[src/uart_pkg.sv]
// uart package: 8N1 frame constants, register map and bus/status structs
package uart_pkg;

	// fixed 8N1 framing
	localparam int DATA_BITS = 8;
	localparam int FRAME_BITS = DATA_BITS + 2;

	// register byte addresses
	localparam logic [3:0] ADDR_DATA = 4'h0;
	localparam logic [3:0] ADDR_STATUS = 4'h4;

	// wishbone classic, master to slave
	typedef struct packed {
		logic        cyc;
		logic        stb;
		logic        we;
		logic [3:0]  adr;
		logic [31:0] dat;
	} wb_req_t;

	// wishbone classic, slave to master
	typedef struct packed {
		logic        ack;
		logic [31:0] dat;
	} wb_rsp_t;

	// receive fifo payload
	typedef struct packed {
		logic                 frame_error;
		logic [DATA_BITS-1:0] data;
	} rx_word_t;

	// status register, bit 0 is tx_empty
	typedef struct packed {
		logic rx_frame_error;
		logic tx_busy;
		logic overrun;
		logic frame_error;
		logic rx_full;
		logic rx_empty;
		logic tx_full;
		logic tx_empty;
	} uart_status_t;

endpackage

[src/uart_fifo.sv]
// uart fifo: synchronous first-word-fall-through buffer for any payload type
`timescale 1ns/1ns

module uart_fifo #(
	parameter int DEPTH = 4,
	parameter type payload_t = logic [7:0]
) (
	input  logic     clk,
	input  logic     reset,
	input  logic     push,
	input  payload_t push_data,
	input  logic     pop,
	output payload_t pop_data,
	output logic     empty,
	output logic     full
);

	localparam int PTR_W = (DEPTH > 1) ? $clog2(DEPTH) : 1;
	localparam int CNT_W = $clog2(DEPTH + 1);
	localparam logic [PTR_W-1:0] LAST_PTR = PTR_W'(DEPTH - 1);

	payload_t mem [DEPTH];

	logic [PTR_W-1:0] wr_ptr;
	logic [PTR_W-1:0] rd_ptr;
	logic [CNT_W-1:0] count;

	// storage, no reset needed
	always_ff @(posedge clk) begin
		if (push) begin
			mem[wr_ptr] <= push_data;
		end
	end

	always_ff @(posedge clk) begin
		if (reset) begin
			wr_ptr <= '0;
			rd_ptr <= '0;
			count <= '0;
		end else begin
			if (push) begin
				wr_ptr <= (wr_ptr == LAST_PTR) ? '0 : wr_ptr + 1'b1;
			end
			if (pop) begin
				rd_ptr <= (rd_ptr == LAST_PTR) ? '0 : rd_ptr + 1'b1;
			end
			// occupancy only moves on a lone push or pop
			if (push && !pop) begin
				count <= count + 1'b1;
			end else if (pop && !push) begin
				count <= count - 1'b1;
			end
		end
	end

	// head word always visible
	assign pop_data = mem[rd_ptr];
	assign empty = (count == '0);
	assign full = (count == CNT_W'(DEPTH));

	// the drivers must respect the flags
	a_no_push_full: assert property (@(posedge clk) disable iff (reset) push |-> !full);
	a_no_pop_empty: assert property (@(posedge clk) disable iff (reset) pop |-> !empty);

endmodule

[src/uart_baud_gen.sv]
// uart baud generator: restartable bit-period counter with half or full first tick
`timescale 1ns/1ns

module uart_baud_gen #(
	parameter int CLKS_PER_BIT = 16
) (
	input  logic clk,
	input  logic reset,
	input  logic start,
	input  logic half,
	output logic tick
);

	localparam int CNT_W = $clog2(CLKS_PER_BIT);
	localparam logic [CNT_W-1:0] FULL_LOAD = CNT_W'(CLKS_PER_BIT - 1);
	localparam logic [CNT_W-1:0] HALF_LOAD = CNT_W'(CLKS_PER_BIT / 2 - 1);

	logic [CNT_W-1:0] cnt;

	always_ff @(posedge clk) begin
		if (reset) begin
			cnt <= FULL_LOAD;
		end else if (start) begin
			// half load puts the first tick at mid-bit
			cnt <= half ? HALF_LOAD : FULL_LOAD;
		end else if (cnt == '0) begin
			cnt <= FULL_LOAD;
		end else begin
			cnt <= cnt - 1'b1;
		end
	end

	// free running, the cores ignore ticks while idle
	assign tick = (cnt == '0);

endmodule

[src/uart_tx_core.sv]
// uart transmit core: pops the tx fifo and shifts out 8N1 frames LSB first
`timescale 1ns/1ns

module uart_tx_core
	import uart_pkg::*;
#(
	parameter int CLKS_PER_BIT = 16
) (
	input  logic                 clk,
	input  logic                 reset,
	input  logic                 fifo_empty,
	input  logic [DATA_BITS-1:0] fifo_data,
	output logic                 fifo_pop,
	output logic                 tx,
	output logic                 tx_busy
);

	localparam int BIT_W = $clog2(FRAME_BITS);
	// index of the stop bit once the start bit is gone
	localparam logic [BIT_W-1:0] LAST_BIT = BIT_W'(FRAME_BITS - 2);

	typedef enum logic [1:0] {
		st_idle,
		st_start,
		st_shift
	} state_t;

	state_t state;
	logic [BIT_W-1:0] bit_cnt;
	// data bits plus stop bit
	logic [FRAME_BITS-2:0] shift_reg;
	logic tick;
	logic frame_done;

	uart_baud_gen #(
		.CLKS_PER_BIT(CLKS_PER_BIT)
	) u_baud (
		.clk  (clk),
		.reset(reset),
		.start(fifo_pop),
		.half (1'b0),
		.tick (tick)
	);

	assign frame_done = (state == st_shift) && tick && (bit_cnt == LAST_BIT);

	// pop from idle, or right at the end of a stop bit for back-to-back frames
	assign fifo_pop = !fifo_empty && ((state == st_idle) || frame_done);
	assign tx_busy = (state != st_idle) || fifo_pop;

	always_ff @(posedge clk) begin
		if (reset) begin
			state <= st_idle;
			tx <= 1'b1;
			bit_cnt <= '0;
		end else begin
			case (state)
				st_idle: begin
					if (fifo_pop) begin
						state <= st_start;
						tx <= 1'b0;
					end
				end
				st_start: begin
					if (tick) begin
						state <= st_shift;
						tx <= shift_reg[0];
						bit_cnt <= '0;
					end
				end
				st_shift: begin
					if (frame_done) begin
						state <= fifo_pop ? st_start : st_idle;
						tx <= !fifo_pop;
					end else if (tick) begin
						tx <= shift_reg[0];
						bit_cnt <= bit_cnt + 1'b1;
					end
				end
				default: state <= st_idle;
			endcase
		end
	end

	always_ff @(posedge clk) begin
		if (fifo_pop) begin
			shift_reg <= {1'b1, fifo_data};
		end else if (tick && state != st_idle) begin
			shift_reg <= shift_reg >> 1;
		end
	end

	// line idles high between frames
	a_idle_high: assert property (@(posedge clk) disable iff (reset) (state == st_idle) |-> tx);

endmodule

[src/uart_rx_core.sv]
// uart receive core: finds start bits, samples mid-bit and pushes bytes with their frame flag
`timescale 1ns/1ns

module uart_rx_core
	import uart_pkg::*;
#(
	parameter int CLKS_PER_BIT = 16
) (
	input  logic     clk,
	input  logic     reset,
	input  logic     rx,
	input  logic     fifo_full,
	output logic     fifo_push,
	output rx_word_t fifo_word,
	output logic     frame_error,
	output logic     overrun
);

	localparam int BIT_W = $clog2(DATA_BITS);
	localparam logic [BIT_W-1:0] LAST_BIT = BIT_W'(DATA_BITS - 1);

	typedef enum logic [1:0] {
		st_idle,
		st_check,
		st_data,
		st_stop
	} state_t;

	state_t state;
	logic rx_meta;
	logic rx_sync;
	logic rx_prev;
	logic start_edge;
	logic tick;
	logic stop_sample;
	logic [BIT_W-1:0] bit_cnt;
	logic [DATA_BITS-1:0] shift_reg;

	// two-flop synchronizer plus one stage for edge detect
	always_ff @(posedge clk) begin
		if (reset) begin
			rx_meta <= 1'b1;
			rx_sync <= 1'b1;
			rx_prev <= 1'b1;
		end else begin
			rx_meta <= rx;
			rx_sync <= rx_meta;
			rx_prev <= rx_sync;
		end
	end

	assign start_edge = (state == st_idle) && rx_prev && !rx_sync;

	// first tick lands in the middle of the start bit
	uart_baud_gen #(
		.CLKS_PER_BIT(CLKS_PER_BIT)
	) u_baud (
		.clk  (clk),
		.reset(reset),
		.start(start_edge),
		.half (1'b1),
		.tick (tick)
	);

	always_ff @(posedge clk) begin
		if (reset) begin
			state <= st_idle;
			bit_cnt <= '0;
		end else begin
			case (state)
				st_idle: begin
					if (start_edge) begin
						state <= st_check;
					end
				end
				st_check: begin
					if (tick) begin
						// high again at mid start bit means a glitch
						state <= rx_sync ? st_idle : st_data;
						bit_cnt <= '0;
					end
				end
				st_data: begin
					if (tick) begin
						bit_cnt <= bit_cnt + 1'b1;
						if (bit_cnt == LAST_BIT) begin
							state <= st_stop;
						end
					end
				end
				st_stop: begin
					if (tick) begin
						state <= st_idle;
					end
				end
				default: state <= st_idle;
			endcase
		end
	end

	// LSB arrives first, so shift in from the top
	always_ff @(posedge clk) begin
		if (state == st_data && tick) begin
			shift_reg <= {rx_sync, shift_reg[DATA_BITS-1:1]};
		end
	end

	assign stop_sample = (state == st_stop) && tick;
	assign fifo_word = '{frame_error: !rx_sync, data: shift_reg};
	assign fifo_push = stop_sample && !fifo_full;
	assign overrun = stop_sample && fifo_full;
	assign frame_error = stop_sample && !rx_sync;

	// a lost word meets a full fifo a whole bit after the last data sample
	a_overrun: assert property (@(posedge clk) disable iff (reset)
		overrun |-> fifo_full && $past(state == st_stop, CLKS_PER_BIT - 1));

endmodule

[src/uart_wb_regs.sv]
// uart register block: wishbone classic slave with DATA and STATUS registers
`timescale 1ns/1ns

module uart_wb_regs
	import uart_pkg::*;
(
	input  logic                 clk,
	input  logic                 reset,
	input  wb_req_t              wb_req,
	output wb_rsp_t              wb_rsp,
	output logic                 tx_push,
	output logic [DATA_BITS-1:0] tx_data,
	input  logic                 tx_empty,
	input  logic                 tx_full,
	input  logic                 rx_empty,
	input  logic                 rx_full,
	output logic                 rx_pop,
	input  rx_word_t             rx_head,
	input  logic                 tx_busy,
	input  logic                 frame_error,
	input  logic                 overrun
);

	logic ack;
	logic access;
	logic sel_data;
	logic sel_status;
	logic fe_sticky;
	logic ovr_sticky;
	logic clr_fe;
	logic clr_ovr;
	logic [31:0] rd_data;
	logic [31:0] rd_mux;
	uart_status_t status;

	// act once per request, in the cycle before ack
	assign access = wb_req.cyc && wb_req.stb && !ack;
	assign sel_data = (wb_req.adr == ADDR_DATA);
	assign sel_status = (wb_req.adr == ADDR_STATUS);

	// full fifo drops the write, empty fifo reads zero
	assign tx_push = access && wb_req.we && sel_data && !tx_full;
	assign tx_data = wb_req.dat[DATA_BITS-1:0];
	assign rx_pop = access && !wb_req.we && sel_data && !rx_empty;

	// write one to clear bits 4 and 5
	assign clr_fe = access && wb_req.we && sel_status && wb_req.dat[4];
	assign clr_ovr = access && wb_req.we && sel_status && wb_req.dat[5];

	assign status = '{
		rx_frame_error: !rx_empty && rx_head.frame_error,
		tx_busy:        tx_busy,
		overrun:        ovr_sticky,
		frame_error:    fe_sticky,
		rx_full:        rx_full,
		rx_empty:       rx_empty,
		tx_full:        tx_full,
		tx_empty:       tx_empty
	};

	always_comb begin
		rd_mux = '0;
		if (sel_data && !rx_empty) begin
			// byte in 7:0, its frame error in bit 8
			rd_mux = 32'(rx_head);
		end else if (sel_status) begin
			rd_mux = 32'(status);
		end
	end

	always_ff @(posedge clk) begin
		if (reset) begin
			ack <= 1'b0;
			fe_sticky <= 1'b0;
			ovr_sticky <= 1'b0;
		end else begin
			ack <= access;
			// a new event wins over a clear in the same cycle
			fe_sticky <= (fe_sticky && !clr_fe) || frame_error;
			ovr_sticky <= (ovr_sticky && !clr_ovr) || overrun;
		end
	end

	always_ff @(posedge clk) begin
		if (access) begin
			rd_data <= rd_mux;
		end
	end

	assign wb_rsp = '{ack: ack, dat: rd_data};

	// ack answers a request still held by the master, one pulse only
	a_ack_single: assert property (@(posedge clk) disable iff (reset)
		ack |-> wb_req.cyc && wb_req.stb && !$past(ack));

endmodule

[src/uart_top.sv]
// uart top: wishbone register block, tx and rx fifos and both serial cores
`timescale 1ns/1ns

module uart_top
	import uart_pkg::*;
#(
	parameter int CLKS_PER_BIT = 868,
	parameter int TX_DEPTH = 16,
	parameter int RX_DEPTH = 16
) (
	input  logic    clk,
	input  logic    reset,
	input  wb_req_t wb_req,
	output wb_rsp_t wb_rsp,
	input  logic    rx,
	output logic    tx
);

	logic tx_push;
	logic tx_pop;
	logic tx_empty;
	logic tx_full;
	logic tx_busy;
	logic [DATA_BITS-1:0] tx_wdata;
	logic [DATA_BITS-1:0] tx_head;
	logic rx_push;
	logic rx_pop;
	logic rx_empty;
	logic rx_full;
	logic frame_error;
	logic overrun;
	rx_word_t rx_word;
	rx_word_t rx_head;

	uart_wb_regs u_regs (
		.clk        (clk),
		.reset      (reset),
		.wb_req     (wb_req),
		.wb_rsp     (wb_rsp),
		.tx_push    (tx_push),
		.tx_data    (tx_wdata),
		.tx_empty   (tx_empty),
		.tx_full    (tx_full),
		.rx_empty   (rx_empty),
		.rx_full    (rx_full),
		.rx_pop     (rx_pop),
		.rx_head    (rx_head),
		.tx_busy    (tx_busy),
		.frame_error(frame_error),
		.overrun    (overrun)
	);

	// transmit path
	uart_fifo #(
		.DEPTH    (TX_DEPTH),
		.payload_t(logic [DATA_BITS-1:0])
	) u_tx_fifo (
		.clk      (clk),
		.reset    (reset),
		.push     (tx_push),
		.push_data(tx_wdata),
		.pop      (tx_pop),
		.pop_data (tx_head),
		.empty    (tx_empty),
		.full     (tx_full)
	);

	uart_tx_core #(
		.CLKS_PER_BIT(CLKS_PER_BIT)
	) u_tx_core (
		.clk       (clk),
		.reset     (reset),
		.fifo_empty(tx_empty),
		.fifo_data (tx_head),
		.fifo_pop  (tx_pop),
		.tx        (tx),
		.tx_busy   (tx_busy)
	);

	// receive path
	uart_rx_core #(
		.CLKS_PER_BIT(CLKS_PER_BIT)
	) u_rx_core (
		.clk        (clk),
		.reset      (reset),
		.rx         (rx),
		.fifo_full  (rx_full),
		.fifo_push  (rx_push),
		.fifo_word  (rx_word),
		.frame_error(frame_error),
		.overrun    (overrun)
	);

	uart_fifo #(
		.DEPTH    (RX_DEPTH),
		.payload_t(rx_word_t)
	) u_rx_fifo (
		.clk      (clk),
		.reset    (reset),
		.push     (rx_push),
		.push_data(rx_word),
		.pop      (rx_pop),
		.pop_data (rx_head),
		.empty    (rx_empty),
		.full     (rx_full)
	);

endmodule

[config.mk]
export PLATFORM = sky130hd
export DESIGN_NAME = uart_top
export DESIGN_NICKNAME = d
export VERILOG_FILES = /design/src/uart_pkg.sv /design/src/uart_fifo.sv /design/src/uart_baud_gen.sv /design/src/uart_tx_core.sv /design/src/uart_rx_core.sv /design/src/uart_wb_regs.sv /design/src/uart_top.sv
export SDC_FILE = /design/constraint.sdc
export NUM_CORES = 1
export LEC_CHECK = 0
export BUFFER_PORTS_ARGS = -buffer_cell sky130_fd_sc_hd__buf_2
export CORE_MARGIN = 1
export CORE_UTILIZATION = 30
export DETAILED_ROUTE_END_ITERATION = 6
export SLEW_MARGIN = 20
export SYNTH_ARGS = -nofsm -noshare
export SYNTH_HDL_FRONTEND = slang
export SYNTH_SLANG_ARGS = --single-unit
[constraint.sdc]
create_clock -name clk -period 3.9 [get_ports clk]
set_input_delay 0.585 -clock clk [delete_from_list [all_inputs] [get_ports clk]]
set_output_delay 0.585 -clock clk [all_outputs]
set_load 0.02 [all_outputs]
==> results of run 1 <==
kinds of logic (layout without fill, tap and decap cells):
family,count (synthesis),in the layout,share of synthesized area (%)
other,1,23,0.02465
AOI/OAI and AO/OA,121,121,5.189
and+or+nand+nor,239,239,7.993
xor gates and xnor gates,24,24,1.381
muxes,81,81,10.95
DFF,370,370,68.22
buffers and inverters,95,172,3.100
adders and majority gates,37,37,3.141
repair_timing:
item | in CTS | in global routing
endpoints found under the setup margin | 0 | 1
hold buffers | 0 | 0
resized for setup | 0 | 2
buffers inserted | 0 | 1
endpoints found under the hold margin | 0 | 0
synthesized netlist by cell type, types with 5 or more instances:
cell	number	area, sq um
a21oi_1	33	165.2
a22o_1	7	61.31
buf_1	5	18.77
a31oi_1	8	50.05
nand2b_1	10	62.56
a22oi_1	9	67.56
mux2i_1	9	90.09
inv_1	30	112.6
buf_2	11	55.05
nand2_1	65	244.0
ha_1	35	437.9
xnor2_1	12	105.1
nand3_1	17	85.08
nor2_1	70	262.8
nor3b_1	5	37.54
o21ai_0	25	125.1
mux4_2	68	1531
edfxtp_1	297	8919
xor2_1	12	105.1
buf_4	25	187.7
or3_1	5	31.28
nor3_1	15	75.07
clkbuf_1	23	86.33
a221oi_1	8	70.07
nor2b_1	12	75.07
dfxtp_1	73	1461
o21bai_1	6	45.04
layout by cell type (no fill, tap or decap), drive strengths merged, types with 4 or more instances in the layout:
| cell | Yosys | final |
|---|---|---|
| edfxtp | 297 | 297 |
| buf | 42 | 74 |
| dfxtp | 73 | 73 |
| nor2 | 70 | 70 |
| mux4 | 68 | 68 |
| nand2 | 65 | 65 |
| clkbuf | 23 | 54 |
| ha | 35 | 35 |
| a21oi | 33 | 33 |
| inv | 30 | 32 |
| o21ai | 25 | 25 |
| conb | 1 | 23 |
| nand3 | 18 | 18 |
| nor3 | 16 | 16 |
| nor2b | 12 | 12 |
| xnor2 | 12 | 12 |
| xor2 | 12 | 12 |
| nand2b | 10 | 10 |
| a22oi | 9 | 9 |
| mux2i | 9 | 9 |
| a221oi | 8 | 8 |
| a31oi | 8 | 8 |
| clkinv | 0 | 8 |
| a22o | 7 | 7 |
| o21bai | 6 | 6 |
| nor3b | 6 | 6 |
| or3 | 5 | 5 |
| nor4 | 5 | 5 |
| nand3b | 4 | 4 |
| and2 | 4 | 4 |
| and3 | 4 | 4 |
| mux2 | 4 | 4 |
| nand4 | 4 | 4 |
| a21o | 4 | 4 |
| or2 | 4 | 4 |
through the flow:
step	area (sq um)	hold WS [ns]	utilization [%]	setup TNS [ns]
floorplan	15300	0.3715	-	0
global route	17500	0.2341	34.95	-0.01379
detailed placement	16270	0.3951	32.50	0
global placement	16270	0.3866	32.50	0
finish	17500	0.2432	34.95	0
CTS	17480	0.2211	34.92	0
how the worst max path moves through the flow:
stage                                     to  slack, ns  cells past startpoint               startpoint
after floorplan           u_tx_fifo.count[4]       0.42                     11               wb_req[33]
after global placement    u_rx_fifo.count[4]       0.23                     11               wb_req[33]
after detailed placement  u_rx_fifo.count[4]       0.19                     11               wb_req[33]
after CTS                 u_rx_fifo.count[4]       0.21                     14  u_rx_core.u_baud.cnt[0]
after global routing      u_rx_fifo.count[4]      -0.01                     14  u_rx_core.u_baud.cnt[0]
final                     u_rx_fifo.count[4]       0.21                     14  u_rx_core.u_baud.cnt[0]
routing by layer:
layer	vias up	share of wire, %
li1	3809	-
met1	4142	46
met2	192	47
met3	52	4.9
met4	2	2.3
met5	-	0.039
final cells by class:
class	instances	area, sq um	share of cell area (%)
flip-flops and latches	370	10380	59.34
multi-input cells	525	4452	25.44
clock buffers	54	1052	6.014
well taps	672	840.8	4.805
repair buffers	74	498.0	2.846
clock inverters	14	158.9	0.9082
inverters	30	112.6	0.6436
power by group:
part / internal [mW] / switching, mW
clock network: 2.09 / 1.45
logic: 0.536 / 0.587
registers: 4.40 / 0.158
==> impl_metrics.ini, run 1 <==
[run_status]
status = complete, no violations

[run]
max_cap_viol_count = 0

[synth]
synth_edf_count = 297
yosysSeqAreaShare_pct = 68.22
synth-main-ff-cell = edfxtp_1
syn_inst = 968
synth-seq-cells = 370
ys_types = 64
syn_area_per_cell_sq_um = 15.72
ys_warn_count = 0
synth_area_sq_um = 15220
async_reset_ff_share_pct = 0

[detailed_routing]
wirelength_microns = 30620
vias = 8197
first_iter_violations = 545
dr.pass1.iters = 4
vias_per_cell = 4.714
ant_nets = 0
post_drt_wl_per_cell_microns = 17.61
route.detailed.drc = 0

[clock_tree]
cts.path.max_buffers = 3
tritoncts = yes
clk_pin_slew_ns = 0.06
numCtsBuffers = 38
ctsHtreeMaxLevel = 2
cts.sink_count = 370
clock_latency_ns = 0.54
clock-root-buffer = clkbuf_16

[timing]
tightest_slew_ns = 0.9730
finalHoldViolations = 0
post-route-min-period_ns = 3.692
relSlewSlack_pct = 35.13
fin_ws_ns = 0.2077
clock.fmax_mhz = 270.8
finalSetupViolations = 0
fin_crit_sh_pct = 94.67
drv_slew = 0
finalClockSkew_ns = 0.02347

[final_layout]
synthToLayoutAreaGrowth_pct = 14.99
regMostFlops = u_rx_fifo.mem
largest_register_ffs = 144
drive_above_1_share_pct = 19.87
fillers = 4775
reg_top3 = u_rx_fifo.mem: 144 flops, u_tx_fifo.mem: 128 flops
finalNonFillerCells = 1739
antennaDiodeCount = 0
fin_nets = 1118

[placement]
gp_congestion = 0.7904
dp_cells = 1670
post-dp-hpwl_microns = 19570
port_buffers = 28
place_ws_ns = 0.1909

[critical_path]
crit_buf_inv = 3
crit_path_cell_trace = inv_1 > ha_1 > or4b_2 > nor4_4 > nand2_2 > inv_1 > ha_2 > inv_1 > ha_1 > nor2b_1 > o21a_1 > or3_1 > a21oi_1 > mux2_2
crit_slowest_cell = or4b_2
end_kind = flop
r2r-start = u_rx_core.u_baud.cnt[0]
crit_required_ns = 4.33
critPathLaunchType = flop
timing_worst_setup_path_type = reg2reg
r2r-end = u_rx_fifo.count[4]
arrival_ns = 4.12
cp_max_fo = 4
rrSetupSlack_ns = 0.21
crit_top_cell = inv_1
cp_slowest_stage_delay_ns = 0.65
worst-r2r-cell-count = 14
cpLargestDelayFamily = simple AND/OR/NAND/NOR gates

[grt]
grt_usage_pct = 12.09
gr-usage-met3_pct = 2.775
grt_use_met2_pct = 19.60
grt_pass1_wl_microns = 47140
grt_pass1_vias = 8114
antenna_found_initial = 2
grt_overflow_total = 0
grt.busiest_layer = met2
grtUsageMet1_pct = 16.10
grt_max_degree = 53

[floorplanning]
io_pins = 76
die_w_microns = 227.2
rows = 82
core_sq_um = 50070
dieHeight_microns = 227.2
die_area_sq_um = 51620
initial_core_util_pct = 30.39

[pwr]
p_leak_nw = 5.761
power_mw = 9.217
power.density_nw_per_um2 = 526.8
ir_worst_vdd_v = 0.0002904

[worst_hold_path]
hold_path_end = u_rx_core.rx_meta
min_path_type = in2reg
worstHoldStart = rx
holdPathStages = 2
No activity file was read; power rests on OpenSTA's default activity.
==> inputs of run 2 (changes only) <==
--- a/config.mk
+++ b/config.mk
@@ -5,6 +5,7 @@
 export SDC_FILE = /design/constraint.sdc
 export NUM_CORES = 1
 export LEC_CHECK = 0
+export ABC_AREA = 1
 export BUFFER_PORTS_ARGS = -buffer_cell sky130_fd_sc_hd__buf_2
 export CORE_MARGIN = 1
 export CORE_UTILIZATION = 30
==> impl_metrics.ini, run 2 <==
[run_status]
status = complete, no violations

[pwr]
internal-power_mw = 6.975
pwr-share-seq_pct = 47.1
switching_share_pct = 28.20
p_leak_nw = 6.291
ir_worst_vdd_v = 0.0002594
clkPwrFrac_pct = 36.6
power.density_nw_per_um2 = 545.7
switchingPower_mw = 2.740
comb_power_share_pct = 16.3

[critical_path]
timing_worst_setup_path_type = reg2reg
crit_slowest_cell = fa_1
arrival_ns = 3.37
cp_max_fo = 14
cp_slowest_stage_delay_ns = 0.41
crit_required_ns = 4.35
critPathLaunchType = flop
end_kind = flop
crit_path_cell_trace = inv_1 > ha_1 > nand2_1 > nor2_2 > nand4_2 > nand2_2 > inv_2 > ha_1 > fa_1 > o21ai_0 > xor2_1 > nand2_1 > a21oi_1

[timing]
tightest_slew_ns = 1.108
drv_slew = 0
rsz0062_at_grt = false
clock.fmax_mhz = 341.7
fin_crit_sh_pct = 75.04
finalHoldViolations = 0
finalSetupViolations = 0
tns_ns = 0
finalClockSkew_ns = 0.02677
post-route-min-period_ns = 2.927
relSlewSlack_pct = 25.83

[floorplanning]
rows = 84
die_area_sq_um = 53950
dieHeight_microns = 232.3
die_w_microns = 232.3
core_sq_um = 52450
io_pins = 76
initial_core_util_pct = 30.33

[synth]
synth_top_cell_by_area = edfxtp_1
synth_top_family_by_area = simple AND/OR/NAND/NOR gates
synth_edf_count = 297
synth_fa_ha_area_share_pct = 3.004
syn_area_per_cell_sq_um = 10.92
synth_area_sq_um = 15910
synth_xor_area_share_pct = 1.046
syn_inst = 1457
synth_top_area_share_pct = 56.06
synth-main-ff-cell = edfxtp_1
synth-simple-area-share_pct = 14.27
synth_compound_area_share_pct = 10.55
ys_warn_count = 0
ys_types = 43
synth_mux_area_share_pct = 0
yosys-top-cells-count = edfxtp_1 (297), nor2_1 (222), nand2_1 (183)
synth-seq-cells = 370
synth_most_common_cell = edfxtp_1
synthTopCellsByArea = edfxtp_1 (56%), dfxtp_1 (9.2%), nor2_1 (5.2%)
async_reset_ff_share_pct = 0
yosysSeqAreaShare_pct = 65.25

[run]
max_cap_viol_count = 0

[placement]
post-dp-hpwl_microns = 21410
placed_cell_area_sq_um = 16590
gp_congestion = 0.7829
port_buffers = 28

[grt]
grt_overflow_total = 0
grt_pass1_vias = 9992
antenna_found_initial = 0
grt_max_degree = 90
grt_usage_pct = 12.94
grt_pass1_wl_microns = 54820

[worst_hold_path]
min_path_type = in2reg

[final_layout]
fin_nets = 1559
final_common_cell = edfxtp_1
multi_input_area_sq_um = 4679
synthToLayoutAreaGrowth_pct = 11.89
finalInstanceArea_sq_um = 17800
reg_top3 = u_rx_fifo.mem: 144 flops, u_tx_fifo.mem: 128 flops
drive_above_1_share_pct = 9.441
regMostFlops = u_rx_fifo.mem
fillers = 5166
mostFrequentLayoutCells = edfxtp_1 (297), nor2_1 (222), nand2_1 (183), o21ai_0 (151), inv_1 (103)
largest_register_ffs = 144
antennaDiodeCount = 0
area.sequential_sq_um = 10390

[detailed_routing]
dr.pass1.iters = 5
post_drt_wl_per_cell_microns = 15.85
vias = 10262
ant_nets = 0
first_iter_violations = 770
route.detailed.drc = 0
vias_per_cell = 4.682
wirelength_microns = 34750

[clock_tree]
cts.path.max_buffers = 3
cts_setup_buffers = 0
ctsHtreeMaxLevel = 2
clk_pin_slew_ns = 0.06
cts.sink_count = 370
clock_latency_ns = 0.54
numCtsBuffers = 38
tritoncts = yes
post_cts_resized = 0
ctsHoldBuffers = 0
clock-root-buffer = clkbuf_16
==> run 2: cell types whose count changed after synthesis, sizes merged, moves of 12 or more <==
cell and change:
nor2b -12, buf +17, o21ai +158, o211ai +45
inv +81, nor2 +164, nand2 +128, mux4 -68
a21oi +43, nand3 +55
==> run 2: logic make-up after synthesis <==
family	Yosys count
compound gates	308
simple gates	528
flops	370
buf+inv	194
other cells	1
fa+ha+maj	37
xor+xnor	19
==> run 2: power groups by stage <==
stage               combinational, mW  sequential (mW)  clock (mW)
floorplan                        1.32             4.58           0
global placement                 1.55             4.65           0
detailed placement               1.60             4.66           0
CTS                              1.60             4.58        3.64
global route                     1.81             4.60        3.80
finish                           1.58             4.58        3.56
==> run 2: critical path, delay by kind of cell (launching register included) <==
family                     cells  cell delay (ns)
AOI/OAI and AO/OA              2             0.39
xor gates and xnor gates       1             0.16
adders and majority gates      3             0.97
buffers and inverters          2             0.28
DFF                            1             0.34
and+or+nand+nor                5             0.72
==> run 2: stage by stage <==
step	util [%]	power (mW)	worst slack (ns)	std cells	hold slack, ns
floorplan	-	5.906	1.276	1479	0.3751
global placement	31.64	6.206	1.013	2128	0.3852
detailed placement	31.64	6.254	0.9413	2128	0.3899
CTS	33.94	9.817	0.9363	2192	0.2313
global route	33.94	10.21	0.6959	2192	0.2364
finish	33.94	9.714	0.9733	2192	0.2464
==> run 2: layout make-up <==
cell class              count  share of cell area (%)
repair buffers             41                   1.335
inverters                 114                   2.418
well taps                 688                   4.836
flip-flops and latches    370                   58.34
multi-input cells         915                   26.29
clock buffers              45                   5.665
clock inverters            19                   1.118
==> run 2: worst paths after layout <==
kind	startpoint	slack (ns)	cells past startpoint	end
max	u_tx_core.state[0]	0.97	13	u_tx_fifo.count[4]
min	rx	0.25	2	u_rx_core.rx_meta
max reg2reg	u_tx_core.state[0]	0.97	13	u_tx_fifo.count[4]
min reg2reg	u_tx_core.u_baud.cnt[0]	0.41	1	u_tx_core.u_baud.cnt[0]
==> run 2: routing by layer <==
metal	track usage, %	vias up	share of wire (%)
li1	-	5035	-
met1	16.86	4910	45
met2	21.81	257	48
met3	1.965	60	5.0
met4	4.359	0	2.6
met5	0	-	0
==> inputs of run 3 (changes only) <==
--- a/config.mk
+++ b/config.mk
@@ -5,7 +5,7 @@
 export SDC_FILE = /design/constraint.sdc
 export NUM_CORES = 1
 export LEC_CHECK = 0
-export ABC_AREA = 1
+export ABC_AREA = 0
 export BUFFER_PORTS_ARGS = -buffer_cell sky130_fd_sc_hd__buf_2
 export CORE_MARGIN = 1
 export CORE_UTILIZATION = 30
==> constraint.sdc (replaced) <==
create_clock -name clk -period 2.8 [get_ports clk]
set_input_delay 0.42 -clock clk [delete_from_list [all_inputs] [get_ports clk]]
set_output_delay 0.42 -clock clk [all_outputs]
set_load 0.02 [all_outputs]
==> impl_metrics.ini, run 3 (synthesized netlist as in run 1, its figures left out) <==
[timing]
tns_ns = -0.2156
finalHoldViolations = 0
post-route-min-period_ns = 2.986
fin_crit_sh_pct = 106.6
relSlewSlack_pct = 54.80
finalSetupViolations = 2
tightest_slew_ns = 0.6756
clock.fmax_mhz = 334.9
fin_ws_ns = -0.1860
finalClockSkew_ns = 0.02288
drv_slew = 0
rsz0062_at_grt = true

[critical_path]
critPathLaunchType = flop
crit_required_ns = 3.22
rrSetupSlack_ns = -0.19
timing_worst_setup_path_type = reg2reg
cp_max_fo = 3
arrival_ns = 3.40
end_kind = flop
worst-r2r-cell-count = 14

[placement]
gp_congestion = 0.8077
post-dp-hpwl_microns = 20530
port_buffers = 28
dp_cells = 1723
place_ws_ns = -0.3496

[grt]
grt_overflow_total = 0
antenna_found_initial = 0
grt_max_degree = 37
grt_pass1_vias = 8623
grt_usage_pct = 12.40
grt_pass1_wl_microns = 48620

[pwr]
ir_worst_vdd_v = 0.0003502
power_mw = 13.20
power.density_nw_per_um2 = 720.1
p_leak_nw = 6.178

[final_layout]
fillers = 4741
synthToLayoutAreaGrowth_pct = 20.45
drive_above_1_share_pct = 27.76
regMostFlops = u_rx_fifo.mem
antennaDiodeCount = 0
reg_top3 = u_rx_fifo.mem: 144 flops, u_tx_fifo.mem: 128 flops
final_core_util_pct = 36.61
fin_nets = 1191
largest_register_ffs = 144
final_common_cell = edfxtp_1
finalNonFillerCells = 1814
mostFrequentLayoutCells = edfxtp_1 (297), buf_4 (104), nor2_1 (68), mux4_2 (68), dfxtp_1 (66)

[clock_tree]
clk_pin_slew_ns = 0.06
clock_latency_ns = 0.55
tritoncts = yes
ctsHoldBuffers = 0
clock-root-buffer = clkbuf_16
cts.sink_count = 370
ctsHtreeMaxLevel = 2
cts.path.max_buffers = 3
numCtsBuffers = 39

[floorplanning]
die_w_microns = 227.2
rows = 82
io_pins = 76
dieHeight_microns = 227.2
core_sq_um = 50070
die_area_sq_um = 51620
initial_core_util_pct = 30.39

[run_status]
violations = setup timing
status = finished with violations

[detailed_routing]
first_iter_violations = 568
ant_nets = 0
dr.pass1.iters = 5
route.detailed.drc = 0
post_drt_wl_per_cell_microns = 17.45
wirelength_microns = 31660
vias = 8408
vias_per_cell = 4.635

[worst_hold_path]
min_path_type = in2reg
holdPathStages = 2

[run]
max_cap_viol_count = 0
run 3: cell types whose count changed in the layout (fill, tap and decap cells not counted), sizes merged, moves of 45 or more:
cell    before  now
nand2      193   65
nor2       234   70
o211ai      46    1
buf         41  145
o21ai      183   25
mux4         0   68
nand3       73   18
inv        112   32
run 3: critical path: stages, from the launching register on:
cell and delay, ns:
dfxtp_2 0.32, inv_2 0.07, ha_4 0.12, or4b_4 0.47, nor4_4 0.18, nand2_2 0.10, inv_2 0.09, ha_4 0.16
inv_4 0.05, ha_4 0.21, nor2b_4 0.12, o21a_1 0.17, or3_1 0.32, a21oi_2 0.15, mux2_4 0.31
run 3: path summary, 6_finish.rpt:
kind | startpoint | endpoint
max reg2reg | u_rx_core.u_baud.cnt[0] | u_rx_fifo.count[4]
min reg2reg | u_rx_core.rx_meta | u_rx_core.rx_sync
min | rx | u_rx_core.rx_meta
max | u_rx_core.u_baud.cnt[0] | u_rx_fifo.count[4]
run 3: where the power goes:
| group | internal, mW | total (mW) | switching (mW) |
|---|---|---|---|
| logic | 0.924 | 1.96 | 1.03 |
| registers | 6.12 | 6.24 | 0.113 |
| clock network | 2.92 | 5.00 | 2.09 |
run 3: repair_timing:
action | 4_1_cts | 5_1_grt
setup endpoints to repair | 3 | 41
resized for setup | 14 | 14
buffers inserted | 20 | 7
pin swaps | 7 | 3
gates cloned | 0 | 1
run 3: per-layer routing:
layer | up-vias | part of all wire, % | GRT usage [%]
met4 | 0 | 1.9 | 3.767
met1 | 4237 | 44 | 15.71
met3 | 44 | 4.2 | 2.336
li1 | 3949 | - | -
met5 | - | 0 | 0
met2 | 178 | 50 | 21.40
run 3: area by class of cell:
class                   instances  area (sq um)  share of cell area [%]
clock buffers                  50          1039                   5.666
clock inverters                21         200.2                   1.092
inverters                      30         117.6                  0.6417
multi-input cells             525          4632                   25.27
flip-flops and latches        370         10390                   56.68
well taps                     672         840.8                   4.588
repair buffers                146          1110                   6.055
run 3: stage by stage:
step                      hold WS (ns)  instance area, sq um
final                           0.1298                 18330
after global routing            0.1019                 18330
after CTS                       0.1105                 18280
after detailed placement        0.3941                 16840
after global placement          0.3962                 16840
after floorplan                 0.3791                 15440
